**src/common/rover_pkg.sv**
```systemverilog
package rover_pkg;

    typedef enum logic [1:0] {
        mode_idle = 2'd0,
        mode_cam  = 2'd1,
        mode_ir   = 2'd2
    } mode_e;

    typedef enum logic [1:0] {
        cam_search = 2'd0,
        cam_follow = 2'd1,
        cam_pause  = 2'd3
    } cam_state_e;

    typedef enum logic [3:0] {
        drv_stop     = 4'd0,
        drv_left     = 4'd1,
        drv_right    = 4'd2,
        drv_slow     = 4'd3,
        drv_medium   = 4'd4,
        drv_fast     = 4'd5,
        drv_reverse  = 4'd6,
        drv_lreverse = 4'd7,
        drv_rreverse = 4'd8
    } drive_e;

    typedef enum logic [7:0] {
        btn_reverse  = 8'h00,
        btn_fast     = 8'h02,
        btn_medium   = 8'h05,
        btn_left     = 8'h07,
        btn_slow     = 8'h08,
        btn_right    = 8'h09,
        btn_stop     = 8'h0C,
        btn_cam      = 8'h0F,     // Mode buttons
        btn_idle     = 8'h10,
        btn_lreverse = 8'h11,
        btn_ir       = 8'h13,
        btn_rreverse = 8'h17
    } ir_code_e;

    typedef enum logic [2:0] {
        dir_none   = 3'd0,
        dir_left   = 3'd1,
        dir_right  = 3'd2,
        dir_center = 3'd3
    } cam_dir_e;

    // Active low, bit 6 is segment g
    localparam logic [6:0] seg_blank = 7'b1111111;
    localparam logic [6:0] seg_i     = 7'b1111001;
    localparam logic [6:0] seg_d     = 7'b0100001;
    localparam logic [6:0] seg_c     = 7'b1000110;
    localparam logic [6:0] seg_a     = 7'b0001000;
    localparam logic [6:0] seg_r     = 7'b0101111;
    localparam logic [6:0] seg_s     = 7'b0010010;
    localparam logic [6:0] seg_f     = 7'b0001110;
    localparam logic [6:0] seg_p     = 7'b0001100;
    localparam logic [6:0] seg_e     = 7'b0000110;
    localparam logic [6:0] seg_g     = 7'b0000010;
    localparam logic [6:0] seg_h     = 7'b0001001;
    localparam logic [6:0] seg_o     = 7'b1000000;
    localparam logic [6:0] seg_t     = 7'b0001111;
    localparam logic [6:0] seg_l     = 7'b1000111;
    localparam logic [6:0] seg_1     = 7'b1111001;
    localparam logic [6:0] seg_2     = 7'b0100100;
    localparam logic [6:0] seg_3     = 7'b0110000;

endpackage

```
**src/mode_fsm/mode_fsm.sv**
```systemverilog
module mode_fsm (
    input  logic                  clk_50,
    input  logic                  rst_n,
    input  logic                  ir_valid,
    input  rover_pkg::ir_code_e   ir_code,
    input  rover_pkg::cam_dir_e   cam_direction,
    input  logic [1:0]            speed,
    input  logic                  orange_detected,
    output rover_pkg::mode_e      mode,
    output rover_pkg::cam_state_e cam_state,
    output rover_pkg::drive_e     drive_state,
    output logic                  mode_change
);
    import rover_pkg::*;

    mode_e      next_mode;
    cam_state_e next_cam_state;
    drive_e     next_drive;
    drive_e     ir_drive;
    logic       ir_drive_hit;

    always_comb begin
        next_mode = mode;
        if (ir_valid) begin
            case (mode)
                mode_idle: begin
                    if (ir_code == btn_cam)
                        next_mode = mode_cam;
                    else if (ir_code == btn_ir)
                        next_mode = mode_ir;
                end
                mode_cam: begin
                    if (ir_code == btn_ir)
                        next_mode = mode_ir;
                    else if (ir_code == btn_idle)
                        next_mode = mode_idle;
                end
                mode_ir: begin
                    if (ir_code == btn_cam)
                        next_mode = mode_cam;
                    else if (ir_code == btn_idle)
                        next_mode = mode_idle;
                end
                default: next_mode = mode_idle;
            endcase
        end
    end

    always_comb begin
        case (cam_state)
            cam_search, cam_follow: next_cam_state = orange_detected ? cam_follow : cam_search;
            default:    next_cam_state = cam_search;      // Entering camera mode
        endcase
        if (next_mode != mode_cam)
            next_cam_state = cam_pause;
    end

    // Manual drive buttons, only valid on a strobe
    always_comb begin
        ir_drive_hit = ir_valid;
        ir_drive     = drv_stop;
        case (ir_code)
            btn_stop:     ir_drive = drv_stop;
            btn_left:     ir_drive = drv_left;
            btn_right:    ir_drive = drv_right;
            btn_fast:     ir_drive = drv_fast;
            btn_medium:   ir_drive = drv_medium;
            btn_slow:     ir_drive = drv_slow;
            btn_reverse:  ir_drive = drv_reverse;
            btn_lreverse: ir_drive = drv_lreverse;
            btn_rreverse: ir_drive = drv_rreverse;
            default:      ir_drive_hit = 1'b0;
        endcase
    end

    always_comb begin
        next_drive = drv_stop;
        case (mode)
            mode_cam: begin
                if (speed != 2'b11 && next_cam_state != cam_pause) begin
                    case (cam_direction)
                        dir_left:  next_drive = drv_left;
                        dir_right: next_drive = drv_right;
                        dir_center: begin
                            if (next_cam_state == cam_follow) begin
                                case (speed)
                                    2'd0:    next_drive = drv_slow;
                                    2'd1:    next_drive = drv_medium;
                                    default: next_drive = drv_fast;
                                endcase
                            end
                        end
                        default: next_drive = drv_stop;
                    endcase
                end
            end
            mode_ir: begin
                if (speed == 2'b11)
                    next_drive = drv_stop;
                else if (orange_detected && cam_direction == dir_left)
                    next_drive = drv_right;               // Turn away from obstacle
                else if (orange_detected && cam_direction == dir_right)
                    next_drive = drv_left;
                else if (ir_drive_hit)
                    next_drive = ir_drive;
                else
                    next_drive = drive_state;             // Hold last press
            end
            default: next_drive = drv_stop;
        endcase
    end

    always_ff @(posedge clk_50 or negedge rst_n) begin
        if (!rst_n) begin
            mode        <= mode_idle;
            cam_state   <= cam_pause;
            drive_state <= drv_stop;
            mode_change <= 1'b0;
        end else begin
            mode        <= next_mode;
            cam_state   <= next_cam_state;
            drive_state <= next_drive;
            mode_change <= (next_mode != mode) || (next_cam_state != cam_state);
        end
    end

    a_idle_stops: assert property (@(posedge clk_50) disable iff (!rst_n)
        mode == mode_idle |=> drive_state == drv_stop);

    a_pause_outside_cam: assert property (@(posedge clk_50) disable iff (!rst_n)
        mode != mode_cam |-> cam_state == cam_pause);

endmodule

```
**src/rtl/motor_pwm.sv**
```systemverilog
module motor_pwm #(
    parameter int PWM_PERIOD = 100
) (
    input  logic              clk_50,
    input  logic              rst_n,
    input  rover_pkg::drive_e drive_state,
    input  logic              mode_change,
    output logic              motor_left_pwm,
    output logic              motor_right_pwm,
    output logic              motor_left_rev,
    output logic              motor_right_rev
);
    import rover_pkg::*;

    localparam int CNT_W = $clog2(PWM_PERIOD);
    localparam logic [CNT_W-1:0] DUTY_QUARTER = CNT_W'(PWM_PERIOD / 4);
    localparam logic [CNT_W-1:0] DUTY_HALF    = CNT_W'(PWM_PERIOD / 2);
    localparam logic [CNT_W-1:0] DUTY_3QUART  = CNT_W'((PWM_PERIOD * 3) / 4);
    localparam logic [CNT_W-1:0] CNT_LAST     = CNT_W'(PWM_PERIOD - 1);

    logic [CNT_W-1:0] pwm_cnt;
    logic [CNT_W-1:0] left_duty;
    logic [CNT_W-1:0] right_duty;

    always_ff @(posedge clk_50 or negedge rst_n) begin
        if (!rst_n)
            pwm_cnt <= '0;
        else if (mode_change || pwm_cnt == CNT_LAST)
            pwm_cnt <= '0;                                // Fresh period on new mode
        else
            pwm_cnt <= pwm_cnt + 1'b1;
    end

    always_comb begin
        left_duty       = '0;
        right_duty      = '0;
        motor_left_rev  = 1'b0;
        motor_right_rev = 1'b0;
        case (drive_state)
            drv_slow: begin
                left_duty  = DUTY_QUARTER;
                right_duty = DUTY_QUARTER;
            end
            drv_medium: begin
                left_duty  = DUTY_HALF;
                right_duty = DUTY_HALF;
            end
            drv_fast: begin
                left_duty  = DUTY_3QUART;
                right_duty = DUTY_3QUART;
            end
            drv_left:  right_duty = DUTY_HALF;            // Pivot on left wheel
            drv_right: left_duty  = DUTY_HALF;
            drv_reverse: begin
                left_duty       = DUTY_HALF;
                right_duty      = DUTY_HALF;
                motor_left_rev  = 1'b1;
                motor_right_rev = 1'b1;
            end
            drv_lreverse: begin
                right_duty      = DUTY_HALF;
                motor_right_rev = 1'b1;
            end
            drv_rreverse: begin
                left_duty      = DUTY_HALF;
                motor_left_rev = 1'b1;
            end
            default: ;                                    // Stop
        endcase
    end

    assign motor_left_pwm  = pwm_cnt < left_duty;
    assign motor_right_pwm = pwm_cnt < right_duty;

    a_cnt_in_range: assert property (@(posedge clk_50) disable iff (!rst_n)
        pwm_cnt < PWM_PERIOD);

    a_no_rev_on_stop: assert property (@(posedge clk_50) disable iff (!rst_n)
        drive_state == drv_stop |-> !motor_left_rev && !motor_right_rev);

endmodule

```
**src/rtl/status_display.sv**
```systemverilog
module status_display (
    input  rover_pkg::mode_e      mode,
    input  rover_pkg::cam_state_e cam_state,
    input  rover_pkg::drive_e     drive_state,
    output logic [6:0]            hex0,
    output logic [6:0]            hex1,
    output logic [6:0]            hex2,
    output logic [6:0]            hex3,
    output logic [6:0]            hex4,
    output logic [6:0]            hex5,
    output logic [6:0]            hex6,
    output logic [6:0]            hex7
);
    import rover_pkg::*;

    always_comb begin
        case (mode)
            mode_idle: {hex7, hex6} = {seg_i, seg_d};
            mode_cam:  {hex7, hex6} = {seg_c, seg_a};
            mode_ir:   {hex7, hex6} = {seg_i, seg_r};
            default:   {hex7, hex6} = {seg_e, seg_r};     // Unused encoding
        endcase
    end

    assign hex5 = seg_blank;

    always_comb begin
        case (cam_state)
            cam_search: hex4 = seg_s;
            cam_follow: hex4 = seg_f;
            cam_pause:  hex4 = seg_p;
            default:    hex4 = seg_blank;
        endcase
    end

    always_comb begin
        hex3 = seg_blank;
        hex2 = seg_blank;
        hex1 = seg_blank;
        hex0 = seg_blank;
        case (drive_state)
            drv_left: begin
                hex3 = seg_l;
                hex2 = seg_e;
                hex1 = seg_f;
                hex0 = seg_t;
            end
            drv_right: begin
                hex3 = seg_r;
                hex2 = seg_g;
                hex1 = seg_h;
                hex0 = seg_t;
            end
            drv_slow, drv_medium, drv_fast: begin
                hex3 = seg_s;
                hex2 = seg_p;
                if (drive_state == drv_slow)
                    hex0 = seg_1;
                else if (drive_state == drv_medium)
                    hex0 = seg_2;
                else
                    hex0 = seg_3;
            end
            drv_stop: begin
                hex3 = seg_s;
                hex2 = seg_t;
                hex1 = seg_o;
                hex0 = seg_p;
            end
            default: ;                                    // Reverse commands stay dark
        endcase
    end

endmodule

```
**src/rtl/rover_top.sv**
```systemverilog
module rover_top #(
    parameter int PWM_PERIOD = 100
) (
    input  logic                  clk_50,
    input  logic                  rst_n,
    input  logic                  ir_valid,
    input  rover_pkg::ir_code_e   ir_code,
    input  rover_pkg::cam_dir_e   cam_direction,
    input  logic [1:0]            speed,
    input  logic                  orange_detected,
    output rover_pkg::mode_e      mode,
    output rover_pkg::cam_state_e cam_state,
    output rover_pkg::drive_e     drive_state,
    output logic                  motor_left_pwm,
    output logic                  motor_right_pwm,
    output logic                  motor_left_rev,
    output logic                  motor_right_rev,
    output logic [6:0]            hex0,
    output logic [6:0]            hex1,
    output logic [6:0]            hex2,
    output logic [6:0]            hex3,
    output logic [6:0]            hex4,
    output logic [6:0]            hex5,
    output logic [6:0]            hex6,
    output logic [6:0]            hex7
);

    logic mode_change;                                    // Restarts PWM period

    mode_fsm u_mode_fsm (
        .clk_50          (clk_50),
        .rst_n           (rst_n),
        .ir_valid        (ir_valid),
        .ir_code         (ir_code),
        .cam_direction   (cam_direction),
        .speed           (speed),
        .orange_detected (orange_detected),
        .mode            (mode),
        .cam_state       (cam_state),
        .drive_state     (drive_state),
        .mode_change     (mode_change)
    );

    motor_pwm #(
        .PWM_PERIOD (PWM_PERIOD)
    ) u_motor_pwm (
        .clk_50          (clk_50),
        .rst_n           (rst_n),
        .drive_state     (drive_state),
        .mode_change     (mode_change),
        .motor_left_pwm  (motor_left_pwm),
        .motor_right_pwm (motor_right_pwm),
        .motor_left_rev  (motor_left_rev),
        .motor_right_rev (motor_right_rev)
    );

    status_display u_status_display (
        .mode        (mode),
        .cam_state   (cam_state),
        .drive_state (drive_state),
        .hex0        (hex0),
        .hex1        (hex1),
        .hex2        (hex2),
        .hex3        (hex3),
        .hex4        (hex4),
        .hex5        (hex5),
        .hex6        (hex6),
        .hex7        (hex7)
    );

endmodule

```
**config.mk**
```make
export PLATFORM = sky130hd
export DESIGN_NAME = rover_top
export DESIGN_NICKNAME = d
export VERILOG_FILES = /design/src/common/rover_pkg.sv /design/src/mode_fsm/mode_fsm.sv /design/src/rtl/motor_pwm.sv /design/src/rtl/status_display.sv /design/src/rtl/rover_top.sv
export SDC_FILE = /design/constraint.sdc
export NUM_CORES = 1
export LEC_CHECK = 0
export BUFFER_PORTS_ARGS = -buffer_cell sky130_fd_sc_hd__buf_2
export CORE_MARGIN = 8
export CORE_UTILIZATION = 47
export CTS_BUF_LIST = sky130_fd_sc_hd__clkbuf_8
export DETAILED_ROUTE_END_ITERATION = 10
export PLACE_DENSITY = 0.8
export SLEW_MARGIN = 20
export SYNTH_ARGS = -nofsm -noshare
export SYNTH_HDL_FRONTEND = slang
export SYNTH_SLANG_ARGS = --single-unit
```
**constraint.sdc**
```tcl
create_clock -name clk_50 -period 2.5 [get_ports clk_50]
set_input_delay 0.375 -clock clk_50 [delete_from_list [all_inputs] [get_ports clk_50]]
set_output_delay 0.375 -clock clk_50 [all_outputs]
set_load 0.1 [all_outputs]
```
==> results by group, run 1 <==
Outcome
  • Outcome: complete, but fails checks
  • Failing checks: negative setup slack

Worst setup path
  • Worst path top cell family by delay: flip-flops
  • CP startpoint kind: register
  • R2R setup slack: about 180 ps
  • Depth of the most critical reg-to-reg path: 8
  • Crit. Startpoint: u_mode_fsm.drive_state[1]
  • Worst reg2reg path startpoint: u_mode_fsm.mode[1]
  • Crit path cell chain: xnor2_2, or3b_2, ha_1, a21o_1, a21oi_2, o21a_4, buf_12
  • CP required: 2120 ps
  • CP peak stage delay: 510 ps
  • Crit. End Element: primary output
  • Setup CP Type: reg2out
  • Crit path arrival time: between 2000 and 2500 ps
  • Crit-path slowest cell: dfrtp_4
  • RR Endpoint: u_mode_fsm.drive_state[2]
  • CP max FO: 5
  • Buf/Inv on CP: 1

Clock network
  • Worst-path clk slew: 60 ps
  • Inserted Clock Buffers: 3
  • Clock root buffer: clkbuf_8
  • Worst-Skew Late Latency: ~250 ps
  • Sink Count: 16
  • CTS tree: yes
  • CTS Buffer Depth: 2
  • Clock H-tree levels: 1

Layout
  • Share of cells above drive strength 1: a little over two fifths
  • Inserted Diodes: 0
  • Area delta synth->final: 29.7%
  • Most frequent cells in the layout: 70 x buf_2, 23 x nor2_1, 18 x nand2_1
  • # fillers: 400
  • Nets: 396
  • Most common cell after layout, fill and taps aside: buf_2

Drt
  • Routed WL: 6130 um
  • DR DRC count: 0
  • Vias per cell: between 5 and 6
  • ANT nets after route: 0
  • First DRT Iteration DRCs: between 80 and 90
  • Routed via count: around 2,300
  • Pre-antenna DRT Iters: 4
  • Routed len/inst: 14.8 um

STA
  • Fin Hold WS: roughly 17 ps
  • Fin. max-slew vios: 0
  • Hold Fails Final Rpt: 0
  • F_max: roughly 0.37 GHz
  • Setup ws final: -219 ps
  • Worst Skew: roughly 5.5 ps
  • RSZ-0062 raised after global routing: yes
  • Period Utilization, post-route: 109%
  • Worst Tran Pin Value: ~550 ps
  • Final setup viols: 2
  • Min cycle time layout: 2720 ps
  • Slew margin rel.: between 60% and 70%

Global route
  • Largest net degree at the start of global routing: 17
  • Global-route wire length before repair: between 10,000 and 15,000 um
  • Initial antenna violation count: 0
  • Vias in the first global route: around 2,100
  • GRT Residual Overflow: 0
  • Gr usage total: between 15 and 20%

Floorplan
  • Die H: 85.4 um
  • Die W: ~85 um
  • Io pins: 85
  • Rows: 25
  • Die ar.: roughly 7300 sq um
  • Core area: ~4700 sq um
  • Initial Utilization: 48.3%

Logic synthesis
  • Mapped Cells: between 200 and 300
  • Synth area leader: dfrtp_1
  • Synth async-reset ratio: between 90% and 100%
  • Number of synthesized flops with an enable pin: 0
  • Sequential share of the synthesized area: between 10% and 20%
  • Largest cells by area after synthesis: dfrtp_1 15%, ha_1 9.4%, buf_4 8.6%
  • Post-Syn Area: about 2300 sq um
  • Yosys cell types: 64
  • Avg Inst Size Synth: about 7.7 sq um
  • YS warnings: 0
  • Main synth FF type: dfrtp_1
  • Register bit total from synthesis: 16
  • Top-area cell type share of the netlist area: roughly 15%

Job
  • MaxCap Viol Count: 0

Place
  • Hpwl dp: 5010 um
  • IO buf count: 74
  • Placer Congestion: around 0.86

Min path
  • Hold WC Path Type: in2async
metrics by stage:
stage / utilization (%) / setup slack (ps) / area, sq um / instances / TNS [ps]
after global routing: 62.6 / -303 / 2940 / 415 / -537
after floorplan: - / -301 / 2570 / 304 / -2090
after CTS: 62.0 / -232 / 2910 / 412 / -385
final: 62.6 / -219 / 2940 / 415 / -364
after detailed placement: 60.7 / 8.27 / 2850 / 407 / 0
after global placement: 60.7 / 82.9 / 2850 / 407 / 0
sequential cells by signal, summed over array words and instances (netlist names):
name / flops
u_mode_fsm.mode: 2
u_mode_fsm.mode_change: 1
u_motor_pwm.pwm_cnt: 7
u_mode_fsm.drive_state: 4
u_mode_fsm.cam_state: 2
how the worst max path moves through the flow:
| stage | endpoint | slack, ps | cells past startpoint |
|---|---|---|---|
| 2_1_floorplan | motor_left_pwm | -300 | 11 |
| 3_3_place_gp | motor_left_pwm | 80 | 7 |
| 3_5_place_dp | motor_left_pwm | 8 | 7 |
| 4_1_cts | motor_left_pwm | -230 | 7 |
| 5_1_grt | motor_left_pwm | -300 | 12 |
| 6_report | motor_left_pwm | -220 | 7 |
final cells by class:
type	count	area, sq um	area share (%)
clock inverters	1	3.75	0.128
multi-input cells	235	1770	60.1
repair buffers	91	562	19.1
inverters	15	72.6	2.47
flip-flops and latches	16	425	14.5
clock buffers	3	41.3	1.41
well taps	54	67.6	2.30
cell usage after synthesis, drive strengths merged, types with 3 or more instances:
master and count:
a21o 6, a21oi 18, a31oi 4, and2 6, buf 30, clkbuf 8
dfrtp 14, ha 17, inv 14, mux2i 3, nand2 20, nand2b 9
nand3 10, nand3b 3, nand4 3, nor2 29, nor2b 6, nor3 9
nor4 4, nor4b 3, o21ai 16, o22ai 3, or2 3, or3b 3
xnor2 8, xor2 4
kinds of logic (layout without fill, tap and decap cells):
family                   Yosys count  after routing  share of synthesized area, %
multiplexers                       3              3                          1.33
XOR/XNOR                          12             12                          4.64
other                              2             10                         0.331
buffers and inverters             53            110                          13.9
AO/OA/AOI/OAI                     74             74                          23.0
flip-flops                        16             16                          17.8
AND/OR/NAND/NOR                  119            119                          29.7
adder cells (fa/ha/maj)           17             17                          9.39
per-layer routing:
layer	track usage [%]	vias up	wire, um
met5	0	-	0
met4	3.66	0	51
met3	3.19	6	331
met2	30.0	61	3200
met1	19.1	1081	2550
li1	-	1159	-
repair_timing:
| action | CTS | global route |
|---|---|---|
| gates resized for setup | 3 | 2 |
| hold buffers | 0 | 0 |
| setup endpoints to repair | 2 | 3 |
| pin swaps | 1 | 0 |
| setup buffers | 1 | 3 |
Power of run 1 is left out: the tool's default activity adds up to more than one toggle a clock period on the data nets, which glitch-free logic cannot reach.
==> run 2: changes to the inputs <==
--- a/config.mk
+++ b/config.mk
@@ -7,11 +7,13 @@
 export LEC_CHECK = 0
 export BUFFER_PORTS_ARGS = -buffer_cell sky130_fd_sc_hd__buf_2
 export CORE_MARGIN = 8
-export CORE_UTILIZATION = 47
+export CORE_UTILIZATION = 46
 export CTS_BUF_LIST = sky130_fd_sc_hd__clkbuf_8
+export CTS_CLUSTER_SIZE = 12
 export DETAILED_ROUTE_END_ITERATION = 10
-export PLACE_DENSITY = 0.8
+export PLACE_DENSITY_LB_ADDON = 0.08
 export SLEW_MARGIN = 20
 export SYNTH_ARGS = -nofsm -noshare
 export SYNTH_HDL_FRONTEND = slang
+export SYNTH_HIERARCHICAL = 1
 export SYNTH_SLANG_ARGS = --single-unit
==> results by group, run 2 <==
Drt
  • First DRT Iteration DRCs: 55
  • Routed WL: approximately 5600 um
  • Routed len/inst: roughly 14 um
  • ANT nets after route: 0
  • DR DRC count: 0
  • Vias per cell: about 5.4
  • Routed via count: about 2,100
  • Pre-antenna DRT Iters: 4

Clock network
  • CTS Buffer Depth: 2
  • CTS tree: yes
  • Worst-Skew Late Latency: approximately 240 ps
  • Sink Count: 16
  • Worst-path clk slew: 60 ps
  • Inserted Clock Buffers: 3
  • Cts hold-fix bufs: 0
  • Clock H-tree levels: 1
  • Clock root buffer: clkbuf_8

Global route
  • GRT Residual Overflow: 0
  • Gr usage total: between 10% and 20%
  • Global-route wire length before repair: between 9000 and 10,000 um
  • M1 GR Usage: a little under a fifth
  • Most used routing layer: met2
  • Initial antenna violation count: 0
  • Largest net degree at the start of global routing: 22
  • Global Route met3 Usage: under 10%
  • M2 GR Usage: 24.6%
  • Vias in the first global route: 2,018

Pwr
  • Pleak: 1.33 nW
  • Cell Pwr Density: 965 nW/um^2
  • Max VDD drop: 0.749 mV

Layout
  • Inserted Diodes: 0
  • Fin cells: 397
  • Share of cells above drive strength 1: 44.3%
  • Largest registers: u_motor_pwm/pwm_cnt (7), u_mode_fsm/drive_state (4)
  • Most flop-heavy register: u_motor_pwm/pwm_cnt
  • Max FFs per register: 7
  • Area delta synth->final: 32.4%
  • Nets: 378
  • # fillers: approximately 390
  • Most common cell after layout, fill and taps aside: buf_2
  • Most frequent cells in the layout: 73 x buf_2, 32 x nand2_1, 21 x nor2_1

Place
  • Placer Congestion: just under 0.9
  • IO buf count: 74
  • Placed insts: around 390
  • Hpwl dp: ~4300 um

STA
  • Period Utilization, post-route: a little over nine tenths
  • Setup TNS: 0 ps
  • F_max: roughly 0.4 GHz
  • Min cycle time layout: ~2400 ps
  • Worst Skew: ~3.1 ps
  • Final setup viols: 0
  • Hold Fails Final Rpt: 0
  • Fin. max-slew vios: 0

Logic synthesis
  • Most common cell in the netlist: nand2_1
  • Largest cells by area after synthesis: dfrtp_1 17%, buf_4 8.9%, ha_1 8.9%
  • Sequential share of the synthesized area: around a fifth
  • Yosys cell types: 56
  • Mapped Cells: approximately 280
  • Number of synthesized flops with an enable pin: 0
  • Top-area cell type share of the netlist area: 16.5%
  • Avg Inst Size Synth: approximately 7.5 sq um
  • Main synth FF type: dfrtp_1
  • Top cells by count, synth: 35 x nand2_1, 25 x buf_4, 23 x nor2_1
  • Register bit total from synthesis: 16
  • YS warnings: 6
  • Synth async-reset ratio: 100%
  • Synth area leader: dfrtp_1
  • Post-Syn Area: about 2100 sq um

Worst setup path
  • Worst reg2reg path startpoint: u_mode_fsm/mode[0]
  • CP max FO: 6
  • R2R setup slack: roughly 110 ps
  • Crit. Startpoint: u_mode_fsm/drive_state[0]
  • RR Endpoint: u_mode_fsm/drive_state[0]
  • CP required: ~2100 ps
  • Worst setup path endpoint: motor_right_pwm
  • Depth of the most critical reg-to-reg path: 9
  • Crit. End Element: primary output
  • Crit path arrival time: between 2000 and 2500 ps
  • Setup CP Type: reg2out
  • CP startpoint kind: register

Job
  • MaxCap Viol Count: 0

Floorplan
  • Die W: 83.9 um
  • Die H: between 80 and 90 um
  • Core area: roughly 4400 sq um
  • Initial Utilization: 48.3%
  • Rows: 24
  • Io pins: 85
  • Die ar.: 7040 sq um

Outcome
  • Outcome: completed

Min path
  • Hold WC Path Type: in2async
[run 2: repair_timing]
| item | 4_1_cts | 5_1_grt |
|---|---|---|
| setup buffers | 3 | 4 |
| gates resized for setup | 6 | 20 |
| endpoints found under the setup margin | 3 | 3 |
| pin swaps | 0 | 10 |
[run 2: stage by stage]
step | cell area [sq um] | worst slack (ps) | util (%) | power [mW] | hold slack (ps)
after floorplan | 2320 | -191 | - | 1.95 | 79.4
after detailed placement | 2570 | -23.5 | 58.6 | 2.31 | 311
after global routing | 2810 | -40.6 | 64.0 | 2.85 | 43.1
after CTS | 2670 | -23.6 | 61.0 | 2.56 | 39.8
after global placement | 2570 | 36.7 | 58.6 | 2.30 | 302
final | 2810 | 51.1 | 64.0 | 2.71 | 32.6
[run 2: layout make-up]
| cell class | instances | area, sq um | area share (%) |
|---|---|---|---|
| Clock buffer | 4 | 55.1 | 1.96 |
| Inverter | 13 | 53.8 | 1.92 |
| Multi-Input combinational cell | 221 | 1680 | 59.9 |
| Sequential cell | 16 | 425 | 15.2 |
| Tap cell | 52 | 65.1 | 2.32 |
| Timing Repair Buffer | 91 | 526 | 18.7 |
[run 2: power by group]
group          switching (mW)  internal (mW)  total (mW)
Combinational            1.38          0.659        2.04
Sequential              0.123          0.325       0.449
Clock                  0.0821          0.139       0.221
Total                    1.58           1.12        2.71
[run 2: critical path: stages (launching register included)]
cell,delay [ps]
dfrtp_4,500
nor2b_4,160
a211o_1,330
ha_4,280
nand2_1,90
nor3_4,220
a21oi_4,90
buf_12,160
[run 2: how the worst min path moves through the flow]
stage                              to  slack [ps]  start  cells past startpoint
2_1_floorplan  u_mode_fsm/mode_change          80  rst_n                      0
3_3_place_gp       u_mode_fsm/mode[0]         300  rst_n                      1
3_5_place_dp       u_mode_fsm/mode[0]         310  rst_n                      1
4_1_cts            u_mode_fsm/mode[0]          40  rst_n                      1
5_1_grt            u_mode_fsm/mode[0]          40  rst_n                      1
6_report           u_mode_fsm/mode[0]          30  rst_n                      1
[run 2: cell families after synthesis]
kind of cell | share of synthesized area, %
xor+xnor | 5.79
flops | 19.0
fa+ha+maj | 8.85
buf+inv | 15.3
compound gates | 20.2
mux | 1.42
other cells | 0.354
simple gates | 29.1
[run 2: metal layers]
metal / vias to the layer above / routed length [um]
met2: 67 / 2680
met4: 0 / 80
li1: 1076 / -
met3: 10 / 320
met1: 994 / 2520
met5: - / 0
Power figures use the tool's default switching activity.
